**config.mk**
```make
export PLATFORM = sky130hd
export DESIGN_NAME = sifhTop
export DESIGN_NICKNAME = d
export VERILOG_FILES = /design/src/sifhPkg.sv /design/src/histogramBuilder.sv /design/src/peakTracker.sv /design/src/sampleFilter.sv /design/src/sifhTop.sv /design/src/windowCalc.sv
export SDC_FILE = /design/constraint.sdc
export NUM_CORES = 1
export LEC_CHECK = 0
export BUFFER_PORTS_ARGS = -buffer_cell sky130_fd_sc_hd__buf_2
export CELL_PAD_IN_SITES_DETAIL_PLACEMENT = 0
export CELL_PAD_IN_SITES_GLOBAL_PLACEMENT = 1
export CORE_AREA = 2 2 238 240
export CTS_CLUSTER_DIAMETER = 150
export CTS_CLUSTER_SIZE = 25
export DETAILED_ROUTE_END_ITERATION = 16
export DIE_AREA = 0 0 240 242
export PLACE_DENSITY = 0.54
export SYNTH_ARGS = -nofsm -noshare
export SYNTH_HDL_FRONTEND = slang
export SYNTH_SLANG_ARGS = --single-unit
```
**constraint.sdc**
```tcl
create_clock -name clk -period 6.54 [get_ports clk]
set_clock_uncertainty 0.2 [all_clocks]
set_input_delay 1.308 -clock clk [delete_from_list [all_inputs] [get_ports clk]]
set_output_delay 1.308 -clock clk [all_outputs]
set_load 0.02 [all_outputs]
```
**src/sifhPkg.sv**
```systemverilog
package sifhPkg;

    //**************************************************
    // sizes of the sensor array and the frame
    //**************************************************

    // sample width
    localparam int NP = 8;
    // bin index width, 16 bins per histogram
    localparam int NB = 4;
    localparam int PIXEL_NUM = 4;
    // consecutive samples per pixel visit
    localparam int DATA_NUM = 2;
    // visits per pixel per frame
    localparam int ACQ_NUM = 4;
    localparam int FRAME_LEN = PIXEL_NUM * DATA_NUM * ACQ_NUM;
    // 8 samples per pixel and frame fit in 4 bits
    localparam int COUNT_W = 4;

    //**************************************************
    // window and gap constants
    //**************************************************

    // half of the fine window
    localparam int HALF_WIN = 2 ** (NB - 1);
    // highest lower edge, keeps edge + 16 below the marker
    localparam int WIN_TOP = (2 ** NP - 1) - 2 * HALF_WIN - 1;
    // idle cycles after the last sample of a frame
    localparam int READY_GAP = 4;

    //**************************************************
    // types
    //**************************************************

    typedef enum logic {
        PASS_COARSE,
        PASS_FINE
    } passE;

    typedef logic [NP-1:0] sampleT;
    typedef logic [NB-1:0] binT;
    typedef logic [1:0] pixelT;
    typedef logic [COUNT_W-1:0] countT;

    // stage 1 to stage 2
    typedef struct packed {
        logic  valid;
        passE  pass;
        pixelT pixel;
        binT   bin;
        logic  lastOfFrame;
    } filtBeatT;

    // stage 2 to stage 3, count is the value after the update
    typedef struct packed {
        logic  valid;
        passE  pass;
        pixelT pixel;
        binT   bin;
        countT count;
        logic  lastOfFrame;
    } histBeatT;

    typedef sampleT [PIXEL_NUM-1:0] peakVecT;
    typedef binT [PIXEL_NUM-1:0] binVecT;

endpackage

```
**src/histogramBuilder.sv**
```systemverilog
module histogramBuilder import sifhPkg::*; (
    input  logic     clk,
    input  logic     combin_res,
    input  filtBeatT filtBeat,
    output histBeatT histBeat
);

    // one histogram of 16 bins per pixel
    countT binCnt [PIXEL_NUM][2 ** NB];
    // bin holds a count of this frame
    logic [PIXEL_NUM-1:0][(2 ** NB)-1:0] written;

    countT curCnt;
    logic  curWritten;
    countT newCnt;

    //**************************************************
    // read side
    //**************************************************

    assign curCnt = binCnt[filtBeat.pixel][filtBeat.bin];
    assign curWritten = written[filtBeat.pixel][filtBeat.bin];

    // an unwritten bin counts as empty
    assign newCnt = curWritten ? curCnt + 1'b1 : countT'(1);

    //**************************************************
    // write side
    //**************************************************

    // counter storage
    always_ff @(posedge clk) begin
        if (filtBeat.valid) begin
            binCnt[filtBeat.pixel][filtBeat.bin] <= newCnt;
        end
    end

    always_ff @(posedge clk or negedge combin_res) begin
        if (!combin_res) begin
            written <= '0;
        end else if (filtBeat.lastOfFrame) begin
            // whole array cleared at once after the final update
            written <= '0;
        end else if (filtBeat.valid) begin
            written[filtBeat.pixel][filtBeat.bin] <= 1'b1;
        end
    end

    // beat to the peak tracker
    always_ff @(posedge clk or negedge combin_res) begin
        if (!combin_res) begin
            histBeat <= '0;
        end else begin
            histBeat.valid <= filtBeat.valid;
            histBeat.pass <= filtBeat.pass;
            histBeat.pixel <= filtBeat.pixel;
            histBeat.bin <= filtBeat.bin;
            histBeat.count <= newCnt;
            histBeat.lastOfFrame <= filtBeat.lastOfFrame;
        end
    end

    // a wrapped counter would show up as zero one cycle later
    assert property (@(posedge clk) disable iff (!combin_res)
        filtBeat.valid |=> (histBeat.count != '0));

endmodule

```
**src/peakTracker.sv**
```systemverilog
module peakTracker import sifhPkg::*; (
    input  logic     clk,
    input  logic     combin_res,
    input  histBeatT histBeat,
    output binVecT   peakBins,
    output logic     peakDone,
    output passE     donePass
);

    // running maximum per pixel
    countT [PIXEL_NUM-1:0] maxCnt;
    // bin that first reached it
    binVecT binReg;

    countT [PIXEL_NUM-1:0] nextMax;
    binVecT                nextBin;

    //**************************************************
    // compare
    //**************************************************

    always_comb begin
        for (int p = 0; p < PIXEL_NUM; p++) begin
            // strictly greater, ties keep the earlier bin
            if (histBeat.valid && (histBeat.pixel == pixelT'(p)) &&
                (histBeat.count > maxCnt[p])) begin
                nextMax[p] = histBeat.count;
                nextBin[p] = histBeat.bin;
            end else begin
                nextMax[p] = maxCnt[p];
                nextBin[p] = binReg[p];
            end
        end
    end

    //**************************************************
    // track and publish
    //**************************************************

    always_ff @(posedge clk or negedge combin_res) begin
        if (!combin_res) begin
            maxCnt <= '0;
            binReg <= '0;
            peakDone <= 1'b0;
            donePass <= PASS_COARSE;
        end else begin
            peakDone <= histBeat.lastOfFrame;
            if (histBeat.lastOfFrame) begin
                donePass <= histBeat.pass;
                // empty pixels come out as bin 0
                maxCnt <= '0;
                binReg <= '0;
            end else begin
                maxCnt <= nextMax;
                binReg <= nextBin;
            end
        end
    end

    // last beat's update is included
    always_ff @(posedge clk) begin
        if (histBeat.lastOfFrame) begin
            peakBins <= nextBin;
        end
    end

endmodule

```
**src/sampleFilter.sv**
```systemverilog
module sampleFilter import sifhPkg::*; (
    input  logic     clk,
    input  logic     combin_res,
    input  logic     sampleValid,
    input  sampleT   sample,
    output logic     sampleReady,
    input  peakVecT  lowerEdge,
    output filtBeatT filtBeat
);

    localparam int VISIT_W = $clog2(DATA_NUM);
    localparam int ACQ_W = $clog2(ACQ_NUM);
    localparam int GAP_W = $clog2(READY_GAP);

    logic [VISIT_W-1:0] visitCnt;
    pixelT              pixelCnt;
    logic [ACQ_W-1:0]   acqCnt;
    logic [GAP_W-1:0]   gapCnt;
    passE               pass;

    logic   accept;
    logic   lastSample;
    logic   noEvent;
    logic   inWin;
    sampleT winLow;
    sampleT offset;
    binT    binNext;

    assign accept = sampleValid && sampleReady;
    // last visit of the last pixel in the last acquisition
    assign lastSample = (acqCnt == ACQ_W'(ACQ_NUM - 1)) &&
                        (pixelCnt == pixelT'(PIXEL_NUM - 1)) &&
                        (visitCnt == VISIT_W'(DATA_NUM - 1));

    //**************************************************
    // binning
    //**************************************************

    // all ones marks a pixel without event
    assign noEvent = (sample == '1);
    assign winLow = lowerEdge[pixelCnt];
    assign offset = sample - winLow;
    // window [winLow, winLow + 16) compared in 9 bits
    assign inWin = (sample >= winLow) &&
                   ({1'b0, sample} < ({1'b0, winLow} + 9'(2 ** NB)));

    always_comb begin
        if (pass == PASS_COARSE) begin
            // top bits only
            binNext = sample[NP-1 -: NB];
        end else begin
            binNext = offset[NB-1:0];
        end
    end

    //**************************************************
    // frame position and ready gap
    //**************************************************

    always_ff @(posedge clk or negedge combin_res) begin
        if (!combin_res) begin
            visitCnt <= '0;
            pixelCnt <= '0;
            acqCnt <= '0;
            gapCnt <= '0;
            pass <= PASS_COARSE;
            sampleReady <= 1'b1;
            filtBeat <= '0;
        end else begin
            filtBeat.valid <= accept && !noEvent && ((pass == PASS_COARSE) || inWin);
            filtBeat.pass <= pass;
            filtBeat.pixel <= pixelCnt;
            filtBeat.bin <= binNext;
            // frame end travels even when the sample is dropped
            filtBeat.lastOfFrame <= accept && lastSample;
            if (accept) begin
                if (visitCnt == VISIT_W'(DATA_NUM - 1)) begin
                    visitCnt <= '0;
                    if (pixelCnt == pixelT'(PIXEL_NUM - 1)) begin
                        pixelCnt <= '0;
                        acqCnt <= (acqCnt == ACQ_W'(ACQ_NUM - 1)) ? '0 : acqCnt + 1'b1;
                    end else begin
                        pixelCnt <= pixelCnt + 1'b1;
                    end
                end else begin
                    visitCnt <= visitCnt + 1'b1;
                end
                if (lastSample) begin
                    // swap pass and hold off the source
                    pass <= (pass == PASS_COARSE) ? PASS_FINE : PASS_COARSE;
                    sampleReady <= 1'b0;
                    gapCnt <= GAP_W'(READY_GAP - 1);
                end
            end else if (!sampleReady) begin
                if (gapCnt == '0) begin
                    sampleReady <= 1'b1;
                end else begin
                    gapCnt <= gapCnt - 1'b1;
                end
            end
        end
    end

    // fine beat maps back into the window it was taken from
    assert property (@(posedge clk) disable iff (!combin_res)
        filtBeat.valid && (filtBeat.pass == PASS_FINE) |-> $stable(lowerEdge) &&
            (({1'b0, lowerEdge[filtBeat.pixel]} + 9'(filtBeat.bin)) < 9'(2 ** NP - 1)));

endmodule

```
**src/sifhTop.sv**
```systemverilog
module sifhTop import sifhPkg::*; (
    input  logic    clk,
    input  logic    combin_res,
    input  logic    sampleValid,
    output logic    sampleReady,
    input  sampleT  sample,
    output logic    resultValid,
    output peakVecT result
);

    //**************************************************
    // stage links
    //**************************************************

    filtBeatT filtBeat;
    histBeatT histBeat;
    binVecT   peakBins;
    logic     peakDone;
    passE     donePass;
    // window feedback from stage 4
    peakVecT  lowerEdge;

    // stage 1, framing and binning
    sampleFilter u_filter (
        .clk         (clk),
        .combin_res  (combin_res),
        .sampleValid (sampleValid),
        .sample      (sample),
        .sampleReady (sampleReady),
        .lowerEdge   (lowerEdge),
        .filtBeat    (filtBeat)
    );

    // stage 2, bin counts
    histogramBuilder u_hist (
        .clk        (clk),
        .combin_res (combin_res),
        .filtBeat   (filtBeat),
        .histBeat   (histBeat)
    );

    // stage 3, peak per pixel
    peakTracker u_peak (
        .clk        (clk),
        .combin_res (combin_res),
        .histBeat   (histBeat),
        .peakBins   (peakBins),
        .peakDone   (peakDone),
        .donePass   (donePass)
    );

    // stage 4, windows and results
    windowCalc u_window (
        .clk         (clk),
        .combin_res  (combin_res),
        .peakBins    (peakBins),
        .peakDone    (peakDone),
        .donePass    (donePass),
        .lowerEdge   (lowerEdge),
        .resultValid (resultValid),
        .result      (result)
    );

endmodule

```
**src/windowCalc.sv**
```systemverilog
module windowCalc import sifhPkg::*; (
    input  logic    clk,
    input  logic    combin_res,
    input  binVecT  peakBins,
    input  logic    peakDone,
    input  passE    donePass,
    output peakVecT lowerEdge,
    output logic    resultValid,
    output peakVecT result
);

    //**************************************************
    // window rule
    //**************************************************

    // lower edge from a coarse bin
    function automatic sampleT winEdge(input binT coarse);
        sampleT ch;
        // start of the coarse bin in sample units
        ch = {coarse, {(NP - NB){1'b0}}};
        if (ch > sampleT'(WIN_TOP)) begin
            return sampleT'(WIN_TOP);
        end else if (ch <= sampleT'(HALF_WIN)) begin
            return '0;
        end else begin
            return ch - sampleT'(HALF_WIN);
        end
    endfunction

    //**************************************************
    // edges and results
    //**************************************************

    always_ff @(posedge clk or negedge combin_res) begin
        if (!combin_res) begin
            lowerEdge <= '0;
            resultValid <= 1'b0;
        end else begin
            resultValid <= peakDone && (donePass == PASS_FINE);
            if (peakDone && (donePass == PASS_COARSE)) begin
                for (int p = 0; p < PIXEL_NUM; p++) begin
                    lowerEdge[p] <= winEdge(peakBins[p]);
                end
            end
        end
    end

    // result held until the next fine frame ends
    always_ff @(posedge clk) begin
        if (peakDone && (donePass == PASS_FINE)) begin
            for (int p = 0; p < PIXEL_NUM; p++) begin
                // peak bin is an offset from the edge
                result[p] <= lowerEdge[p] + sampleT'(peakBins[p]);
            end
        end
    end

    // a frame end arrives as a single pulse
    assert property (@(posedge clk) disable iff (!combin_res)
        peakDone |=> !peakDone);

endmodule
```
**Word-level counts from Yosys, hierarchy flattened**

Memory sizes are Yosys's and may differ from the RTL's.
Index checks and enable logic that the tools add are counted.
W data, S select, Z words.

- Muxes and demuxes: 51
- Reductions and logical operators: 33
- Bitwise gates (word level): 4
- Magnitude comparators: 21
- Add/sub/neg operators: 15
- Eq/ne operators: 9

Operators by type and width:

| cell | number |
|---|---|
| $mux W64 | 3 |
| $mux W8 | 9 |
| $mux W16 | 4 |
| $or A64 B64 Y64 | 1 |
| $mux W4 | 13 |
| $add A8 B4 Y8 | 4 |
| $bmux W16 S2 | 1 |
| $demux W16 S2 | 1 |
| $gt A8 B8 Y1 const B | 4 |
| $le A8 B4 Y1 const B | 4 |
| $sub A8 B4 Y8 const B | 4 |
| $logic_and A1 B1 Y1 | 20 |
| $bmux W4 S4 | 1 |
| $bmux W8 S2 | 1 |
| $demux W4 S4 | 1 |
| $gt A4 B4 Y1 | 4 |
| $mux W2 | 6 |
| $reduce_bool A2 Y1 | 5 |
| $add A8 B5 Y9 const B | 1 |
| $lt A8 B9 Y1 | 1 |
| $mux W1 | 9 |
| $eq A2 B2 Y1 const B | 4 |
| $eq A8 B8 Y1 const B | 1 |
| $ge A8 B8 Y1 | 1 |
| 23 further kinds | 30 |

- Output and inout bits: 34
- Register bits: 210
- Memories: 1
- RAM bits: 256

Memories:

| memory | depth | width | read ports | clocked after Yosys merged registers in | wr ports | line | RTL |
|---|---|---|---|---|---|---|---|
| u_hist.binCnt | 4 | 64 | 1 | 0 | 1 | histogramBuilder.sv:9 | `countT binCnt [PIXEL_NUM][2 ** NB];` |

**Depth between registers and ports, before layout**

Gate-level depths: netlist of the first run.

- Depth in word-level cells: 9
- Gate-level depth with buffers: 12
- Gate-level depth less buffers: 11

**By module**

From an unflattened synthesis of the first run, not the netlist that was laid out.

- Cell total of the unflattened synthesis: 1315
- Area total of the unflattened synthesis: 19990.4 um2

Modules (own cells, without submodules):

| module | seq. area each (um2) | area an instance (um2) | cells an instance | times used |
|---|---|---|---|---|
| histogramBuilder | 9614.2 | 13172.6 | 756 | 1 |
| windowCalc | 1586.5 | 2927.8 | 244 | 1 |
| peakTracker | 1331.3 | 2627.5 | 201 | 1 |
| sampleFilter | 451.7 | 1262.5 | 114 | 1 |

**Least setup slack after synthesis of the first run**

No wires, ideal clock.

- Kind: flip-flop to flip-flop
- Start: register, netlist name u_filter.filtBeat[5]
- End: memory u_hist.binCnt[0][10] (netlist bit) (data pin)
- Library setup time: 0.504 ns
- Cell stages (with the launch flop): 12
- Buffers on the path: 3
- Slack: 1.744 ns
- Arrival time: 4.092 ns
- Data required time: 5.836 ns
- Cell sequence: dfrtp_1 > buf_6 > buf_6 > buf_2 > mux4_2 > a221oi_1 > o22ai_1 > a211oi_1 > inv_1 > ha_1 > xor2_1 > nor2_1

- Longest elaborated chain between the ends: 6
- Elaborated cells between the ends (all ways): 10

RTL lines:

| element | line | RTL |
|---|---|---|
| $mem_v2 Z4 W64 | - |  |
| $bmux W4 S4 | histogramBuilder.sv:21 | `assign curCnt = binCnt[filtBeat.pixel][filtBeat.bin];` |
| $mux W4 (not written as such) (2 in series) | histogramBuilder.sv:21 |  |
| $add A4 B1 Y4 | histogramBuilder.sv:25 | `assign newCnt = curWritten ? curCnt + 1'b1 : countT'(1);` |
| $mux W4 (*) | histogramBuilder.sv:25 |  |
| via u_hist.newCnt[2] | histogramBuilder.sv:15 | `countT newCnt;` |
| to (decl) | histogramBuilder.sv:9 |  |

Mark *: on every way through the listed nets, which the timed path passes. The rest lies on a longest branch. The select of a mux whose other input is x is not followed.

**Final worst setup path of the first run**

- Start: register, netlist name u_filter.filtBeat[5]
- End: memory u_hist.binCnt[0][56] (netlist bit) (data pin)

- Longest elaborated chain between the ends: 6
- Elaborated cells between the ends (all ways): 10

RTL lines:

| element | line |
|---|---|
| $mem_v2 Z4 W64 | - |
| $bmux W4 S4 | histogramBuilder.sv:21 |
| $mux W4 (not written as such) (2 in series) | histogramBuilder.sv:21 |
| $add A4 B1 Y4 | histogramBuilder.sv:25 |
| $mux W4 (*) | histogramBuilder.sv:25 |
| via u_hist.newCnt[0] | histogramBuilder.sv:15 |

Marks and branches as above.

==> qor.yml, run 1 <==
postSynthCellCount: 1269
fin_crit_share: 0.765
number_of_global_route_vias_before_repair: 10500
run_status: "completed"
clock_insertion_delay_worst_skew_ns: 0.58
clock_tree_from_tritoncts: "built"
place.port_buffers: 44
clock-root-buffer: "sky130_fd_sc_hd__clkbuf_16"
average_vias_per_placed_instance: 4.95
grt_use_total: 0.152
p_sw_w: 0.00309
post-place-ws_ns: 1.39
worst_ir_drop_vdd_mv: 0.266
slew_violations: 0
cts_hold_repair.buffers: 0
seq_power_share: 0.509
place_congestion: 0.775
area_of_all_sequential_standard_cells_sq_um: 13000
post-dp-hpwl_um: 28800
drive_gt1_frac: 0.169
synth_enable_flop_cells: 304
detail-route-antenna-nets: 0
detail_route.wl_per_cell_um: 20.7
totalWireLength_um: 43000
rsz0062_at_grt: "no"
worstHoldPathCells: 0
cts_sinks: 458
postSynthAreaPerCell_sq_um: 15.2
worst_setup_path_start_kind: "register"
grt_antenna_before_repair: 1
worst_path_required_ns: 6.52
initial_core_util: 0.347
num-fill-cells: 5338
leakage_nw: 7.78
critical_path_arrival_ns: 4.99
placed_area_sq_um: 20500
layout.cells.most_common: "sky130_fd_sc_hd__edfxtp_1"
placedCellCount: 2045
synth_seq_cells: 458
power.switching_fraction: 0.337
coreArea_sq_um: 55700
final_cell_area_sq_um: 21100
final_nets: 1381
timing.critical_path.slowest_stage_cell: "sky130_fd_sc_hd__nand2b_2"
drt_drc_violations_left: 0
yosys.cell_types.count: 56
finalSetupTns_ns: 0
cpPeakStageDelay_ns: 1.11
drt_iter0_markers: 659
net_count_after_synthesis: 1337
most_frequent_cell_on_the_critical_path: "sky130_fd_sc_hd__mux4_2"
die_w_um: 240
antenna_diode_count: 0
timing.final.hold_violations: 0
power-per-cell-area_nw_per_um2: 434
path_category_of_the_worst_min_delay_check: "reg2reg"
slew_headroom: 0.165
path_clk_slew_ns: 0.10
ctsResizeCount: 0
power_frac_comb: 0.320
ios: 45
firstDrtPassIters: 7
whs_ns: 0.154
synth_async_sr_flop_share: 0.336
final_critical_path_setup_slack_ns: 1.54
fmax_mhz: 200
synth_seq_area_share: 0.672
syn2layout_area_growth_pct: 9.42
critical_path.endpoint_type: "register"
die-area_sq_um: 58100
power.share.clock: 0.171
fin_crit_ns: 5.00
mostFrequentLayoutCells: "304 x sky130_fd_sc_hd__edfxtp_1, 227 x sky130_fd_sc_hd__nor2_1, 149 x sky130_fd_sc_hd__dfrtp_1"
clock_tree.htree_level_count: 1
crit_path_cell_trace: "buf_4, mux4_2, mux4_2, o21ai_0, nand2b_2"
synthesis.yosys.warnings: 0
worst_r2r_path_depth: 5
tritoncts.num_buffers: 22
timing.max_cap.violations: 0
dominantRegCellSynth: "sky130_fd_sc_hd__edfxtp_1"
setup-violations-final: 0
floorplan.die.height_um: 242
cts-root-to-sink-buffers: 3
p_int_w: 0.00609
grt_residual_overflow: 0
post_synthesis_cell_area_sq_um: 19300
rows: 87
critPathMaxFanout: 65
route.vias.total: 10300
tightest_slew_ns: 1.25
final_cells: 2084
criticalPathCategory: "reg2reg"
pin_count_of_the_biggest_net_entering_global_routing: 108
cts_post_setup_buffers_inserted: 0
wire_length_of_the_first_global_routing_pass_um: 67500
multi_input_comb_area_sq_um: 5920
[power by group through the flow]
stage / logic (W) / clock network [W] / registers (W)
CTS: 0.00302 / 0.00164 / 0.00469
detailed placement: 0.00302 / 0 / 0.00476
global placement: 0.00295 / 0 / 0.00476
floorplan: 0.00216 / 0 / 0.00449
finish: 0.00294 / 0.00157 / 0.00467
global route: 0.00330 / 0.00173 / 0.00476
[registers in the layout, summed over array words and instances (netlist names), 13 cells and up]
register,flops
u_peak.peakBins,16
u_peak.binReg,16
u_hist.histBeat,13
u_window.lowerEdge,24
u_window.result,32
u_hist.binCnt,256
u_peak.maxCnt,16
u_hist.written,64
[per-stage QoR]
step	utilization	power [W]
after floorplan	-	0.00665
after global placement	0.368	0.00771
after detailed placement	0.368	0.00778
after CTS	0.379	0.00935
after global routing	0.379	0.00979
final	0.379	0.00918
[cell usage after synthesis, drive strengths merged (5+ instances only)]
cell	number	area share
a21o	7	0.0027
a21oi	23	0.0060
a22o	5	0.0023
a22oi	8	0.0031
buf	18	0.0060
clkbuf	32	0.0064
dfrtp	153	0.20
edfxtp	304	0.47
fa	5	0.0052
ha	52	0.034
inv	55	0.011
mux2	30	0.017
mux2i	19	0.0098
mux4	89	0.10
nand2	45	0.0087
nand2b	8	0.0026
nand3	22	0.0057
nor2	230	0.045
nor2b	29	0.0094
nor3	8	0.0021
nor3b	5	0.0019
o21a	5	0.0019
o21ai	34	0.0088
o22ai	12	0.0039
xnor2	21	0.0095
xor2	6	0.0027
[final timing paths]
kind | slack, ns | to | startpoint
max | 1.54 | u_hist.binCnt[0][56] | u_filter.filtBeat[5]
min | 0.15 | u_hist.histBeat[11] | u_filter.filtBeat[7]
max reg2reg | 1.54 | u_hist.binCnt[0][56] | u_filter.filtBeat[5]
min reg2reg | 0.15 | u_hist.histBeat[11] | u_filter.filtBeat[7]
max in group asynchronous | 4.65 | u_window.resultValid | combin_res
min in group asynchronous | 0.45 | u_hist.written[60] | combin_res
[worst max-delay path: cells and delay by family, from the launching register on]
family | cells | cell delay (ns)
compound gates | 1 | 0.78
buf+inv | 1 | 0.38
flops | 1 | 1.03
mux | 2 | 1.10
simple gates | 1 | 1.11
[logic make-up (layout without fill, tap and decap cells)]
kind of cell	count (synthesis)	in the layout	synth area share
DFF	458	458	0.672
muxes	138	138	0.131
xor gates and xnor gates	27	27	0.0122
and+or+nand+nor	369	369	0.0846
buffers and inverters	105	164	0.0231
adders and majority gates	57	57	0.0389
AOI/OAI and AO/OA	115	115	0.0377
[layer usage]
| layer | track usage | vias up | share of wire |
|---|---|---|---|
| li1 | - | 4757 | - |
| met1 | 0.215 | 5359 | 0.46 |
| met2 | 0.253 | 154 | 0.49 |
| met3 | 0.0228 | 34 | 0.034 |
| met4 | 0.0252 | 2 | 0.015 |
| met5 | 0 | - | 0.00026 |
[cell type report]
class	count	area share
clock buffer	37	0.0287
inverter	55	0.00977
clock inverter	2	0.00172
tap	756	0.0447
multi-input combinational	706	0.280
timing repair buffer	70	0.0205
sequential	458	0.615
Note: power is estimated with default switching activity, not from simulation.
==> inputs of run 2 (changes only) <==
--- a/config.mk
+++ b/config.mk
@@ -5,15 +5,16 @@
 export SDC_FILE = /design/constraint.sdc
 export NUM_CORES = 1
 export LEC_CHECK = 0
+export ABC_AREA = 1
 export BUFFER_PORTS_ARGS = -buffer_cell sky130_fd_sc_hd__buf_2
 export CELL_PAD_IN_SITES_DETAIL_PLACEMENT = 0
 export CELL_PAD_IN_SITES_GLOBAL_PLACEMENT = 1
-export CORE_AREA = 2 2 238 240
+export CORE_AREA = 2 2 242 244
 export CTS_CLUSTER_DIAMETER = 150
 export CTS_CLUSTER_SIZE = 25
 export DETAILED_ROUTE_END_ITERATION = 16
-export DIE_AREA = 0 0 240 242
-export PLACE_DENSITY = 0.54
+export DIE_AREA = 0 0 244 246
+export PLACE_DENSITY = 0.57
 export SYNTH_ARGS = -nofsm -noshare
 export SYNTH_HDL_FRONTEND = slang
 export SYNTH_SLANG_ARGS = --single-unit
==> constraint.sdc (replaced) <==
create_clock -name clk -period 4.8 [get_ports clk]
set_clock_uncertainty 0.2 [all_clocks]
set_input_delay 0.96 -clock clk [delete_from_list [all_inputs] [get_ports clk]]
set_output_delay 0.96 -clock clk [all_outputs]
set_load 0.02 [all_outputs]
==> run 2 against run 1 <==
Against the previous run:
- total power up 53%
- design area up 3.1%
- register-to-register slack worse by 1.2 ns
- via count up 30%
- first-iteration DRC count up 34%
- global-route usage up 3.4 points
- die area up 3.3%
- sequential power up 36%
- clock power up 41%
- sequential share of layout area down 1.9 points
- critical endpoint is now u_hist.binCnt[0][50]
- largest power group unchanged
==> qor.yml, run 2 <==
leakage_nw: 9.13  # +17%
ios: 45  # unchanged
final_nets: 2068  # +50%
pin_count_of_the_biggest_net_entering_global_routing: 89  # -18%
totalWireLength_um: 55200  # +28%
synthTopCellsByCount: "547 x sky130_fd_sc_hd__nand2_1, 369 x sky130_fd_sc_hd__nor2_1, 304 x sky130_fd_sc_hd__edfxtp_1, 153 x sky130_fd_sc_hd__dfrtp_1, 149 x sky130_fd_sc_hd__inv_1"
cpPeakStageDelay_ns: 1.00  # -0.11 ns
cts-root-to-sink-buffers: 3  # unchanged
critical_path.endpoint_type: "register"
postSynthAreaPerCell_sq_um: 10.2  # -33%
synth_area_leaders: "sky130_fd_sc_hd__edfxtp_1 46%, sky130_fd_sc_hd__dfrtp_1 19%, sky130_fd_sc_hd__nand2_1 10%"
grt_residual_overflow: 0  # unchanged
place.port_buffers: 44  # unchanged
finalSetupTns_ns: 0  # unchanged
largest_register_ffs: 256  # unchanged
setup-violations-final: 0  # unchanged
timing.max_cap.violations: 0  # unchanged
dominantRegCellSynth: "sky130_fd_sc_hd__edfxtp_1"
synthesis.yosys.warnings: 0  # unchanged
synth_async_sr_flop_share: 0.336  # unchanged
drt_iter0_markers: 884  # +34%
antenna_diode_count: 0  # unchanged
slew_violations: 0  # unchanged
r2r_setup_slk_ns: 0.38  # -1.16 ns
power-per-cell-area_nw_per_um2: 646  # +49%
timing.critical_path.buf_inv: 4  # +3
post-synth-top-count-cell: "sky130_fd_sc_hd__nand2_1"
number_of_global_route_vias_before_repair: 13400  # +27%
net_count_after_synthesis: 2022  # +51%
synth_seq_cells: 458  # unchanged
drive_gt1_frac: 0.0635  # -0.106
layout.core_utilization: 0.380  # +0.000662
yosys.cell_types.count: 42  # -25%
fmax_mhz: 226  # +13%
postSynthCellCount: 1954  # +54%
post-dp-hpwl_um: 37400  # +30%
detail-route-antenna-nets: 0  # unchanged
criticalPathCategory: "reg2reg"
wire_length_of_the_first_global_routing_pass_um: 84800  # +26%
area_of_all_sequential_standard_cells_sq_um: 13000  # about the same
worst_ir_drop_vdd_mv: 0.693  # +160%
ctsResizeCount: 0  # unchanged
path_clk_slew_ns: 0.10  # about the same
clock_tree.htree_level_count: 1  # unchanged
coreArea_sq_um: 57400  # +2.9%
place_congestion: 0.828  # +6.8%
tightest_slew_ns: 1.33  # +0.0798 ns
run_status: "completed"
tritoncts.num_buffers: 22  # unchanged
post_synthesis_cell_area_sq_um: 19900  # +2.8%
synth_seq_area_share: 0.654  # -0.0183
clock_insertion_delay_worst_skew_ns: 0.58  # about the same
post-place-ws_ns: 0.417  # -0.970 ns
final_critical_path_setup_slack_ns: 0.380  # -1.16 ns
synth_top_area_frac: 0.460  # -0.0129
cts_sinks: 458  # unchanged
mostFrequentLayoutCells: "546 x sky130_fd_sc_hd__nand2_1, 367 x sky130_fd_sc_hd__nor2_1, 304 x sky130_fd_sc_hd__edfxtp_1"
worstSetupPathDepth: 17  # +12
cts_hold_repair.buffers: 0  # unchanged
worst_r2r_path_depth: 17  # +12
clock_tree_from_tritoncts: "built"
biggestRegsByFlops: "u_hist.binCnt: 256 flops, u_hist.written: 64 flops, u_window.result: 32 flops"
synth_enable_flop_cells: 304  # unchanged
detail_route.wl_per_cell_um: 19.8  # -4.0%
fin_crit_share: 0.921  # +0.156
crit_path_cell_trace: "inv_2, buf_4, buf_4, nand2_1, nand2_1, nand2_1, nand2_1, nand2_1, nand2_1, nor2_1, nor2_1, nor2_1, nand2_1, ha_1, xor2_1, nor3_4, buf_4"
cts_post_setup_buffers_inserted: 0  # unchanged
critical_path_arrival_ns: 4.57  # -0.42 ns
rows: 88  # +1.1%
die_w_um: 244  # +1.7%
num-fill-cells: 5752  # +7.8%
worst_path_required_ns: 4.95  # -1.57 ns
average_vias_per_placed_instance: 4.81  # -2.7%
floorplan.die.height_um: 246  # +1.7%
firstDrtPassIters: 5  # -2
path_category_of_the_worst_min_delay_check: "in2async"
drt_drc_violations_left: 0  # unchanged
synth_top_area_cell: "sky130_fd_sc_hd__edfxtp_1"
grt_use_total: 0.186  # +0.0341
route.vias.total: 13400  # +30%
timing.final.hold_violations: 0  # unchanged
syn2layout_area_growth_pct: 9.75
rsz0062_at_grt: "no"
timing.critical_path.slowest_stage_cell: "sky130_fd_sc_hd__nor3_4"
worst_setup_path_start_kind: "register"
layout.cells.most_common: "sky130_fd_sc_hd__nand2_1"
clock-root-buffer: "sky130_fd_sc_hd__clkbuf_16"
die-area_sq_um: 60000  # +3.3%
fin_crit_ns: 4.42  # -0.584 ns
critPathTopFamily: "simple AND/OR/NAND/NOR gates"
critPathMaxFanout: 34  # -48%
registers.top_by_ff_count: "u_hist.binCnt"
slew_headroom: 0.109  # -0.0561
initial_core_util: 0.346  # -0.000437
multi_input_comb_area_sq_um: 6020  # +1.7%
grt_antenna_before_repair: 1  # unchanged
most_frequent_cell_on_the_critical_path: "sky130_fd_sc_hd__nand2_1"
==> run 2: cell count changes after synthesis, sizes merged, moves of 19 or more <==
cell,before,now
mux2i,19,0
nor2b,29,0
nand2,45,551
mux4,89,0
buf,18,37
mux2,30,0
nor2,230,369
inv,55,152
o22ai,12,38
o21ai,34,102
==> run 2: layer usage <==
| layer | part of all wire | global-route usage |
|---|---|---|
| met1 | 0.48 | 0.262 |
| met2 | 0.47 | 0.311 |
| met5 | 0 | 0 |
| met3 | 0.031 | 0.0193 |
| met4 | 0.022 | 0.0411 |
==> run 2: cell families (layout without fill, tap and decap cells) <==
logic type | count (synthesis) | count (layout) | synth area share
buffers and inverters | 219 | 281 | 0.0450
AOI/OAI and AO/OA | 202 | 202 | 0.0572
DFF | 458 | 458 | 0.654
adders and majority gates | 57 | 57 | 0.0378
xor gates and xnor gates | 28 | 28 | 0.0123
and+or+nand+nor | 990 | 990 | 0.194
==> run 2: path summary, 6_finish.rpt <==
check | start | to
setup reg to reg | u_filter.filtBeat[5] | u_hist.binCnt[0][50]
hold reg to reg | u_filter.filtBeat[7] | u_hist.histBeat[11]
min in group clk | u_filter.filtBeat[7] | u_hist.histBeat[11]
hold / removal | combin_res | u_window.lowerEdge[2]
max in group asynchronous | combin_res | u_hist.written[56]
setup / recovery | u_filter.filtBeat[5] | u_hist.binCnt[0][50]
==> run 2: layout make-up <==
type / instances / area share
clock inverter: 1 / 0.000918
timing repair buffer: 88 / 0.0278
inverter: 153 / 0.0263
multi-input combinational: 1277 / 0.276
tap: 765 / 0.0439
clock buffer: 39 / 0.0292
sequential: 458 / 0.596
==> run 2: per-stage QoR <==
| step | cell area, sq um | hold WS [ns] | power (W) | cells |
|---|---|---|---|---|
| 2_1_floorplan | 19900 | 0.131 | 0.00962 | 1954 |
| 3_3_place_gp | 21100 | 0.157 | 0.0120 | 2741 |
| 3_5_place_dp | 21100 | 0.142 | 0.0120 | 2741 |
| 4_1_cts | 21800 | 0.171 | 0.0143 | 2781 |
| 5_1_grt | 21800 | 0.176 | 0.0151 | 2781 |
| 6_report | 21800 | 0.167 | 0.0141 | 2781 |
==> run 2: power breakdown <==
| part | switching (W) | leakage [nW] | internal [W] | total [W] |
|---|---|---|---|---|
| clock | 0.00129 | 0.312 | 0.000922 | 0.00221 |
| sequential | 0.000391 | 4.72 | 0.00597 | 0.00636 |
| combinational | 0.00404 | 4.09 | 0.00147 | 0.00550 |
| total | 0.00572 | 9.13 | 0.00836 | 0.0141 |
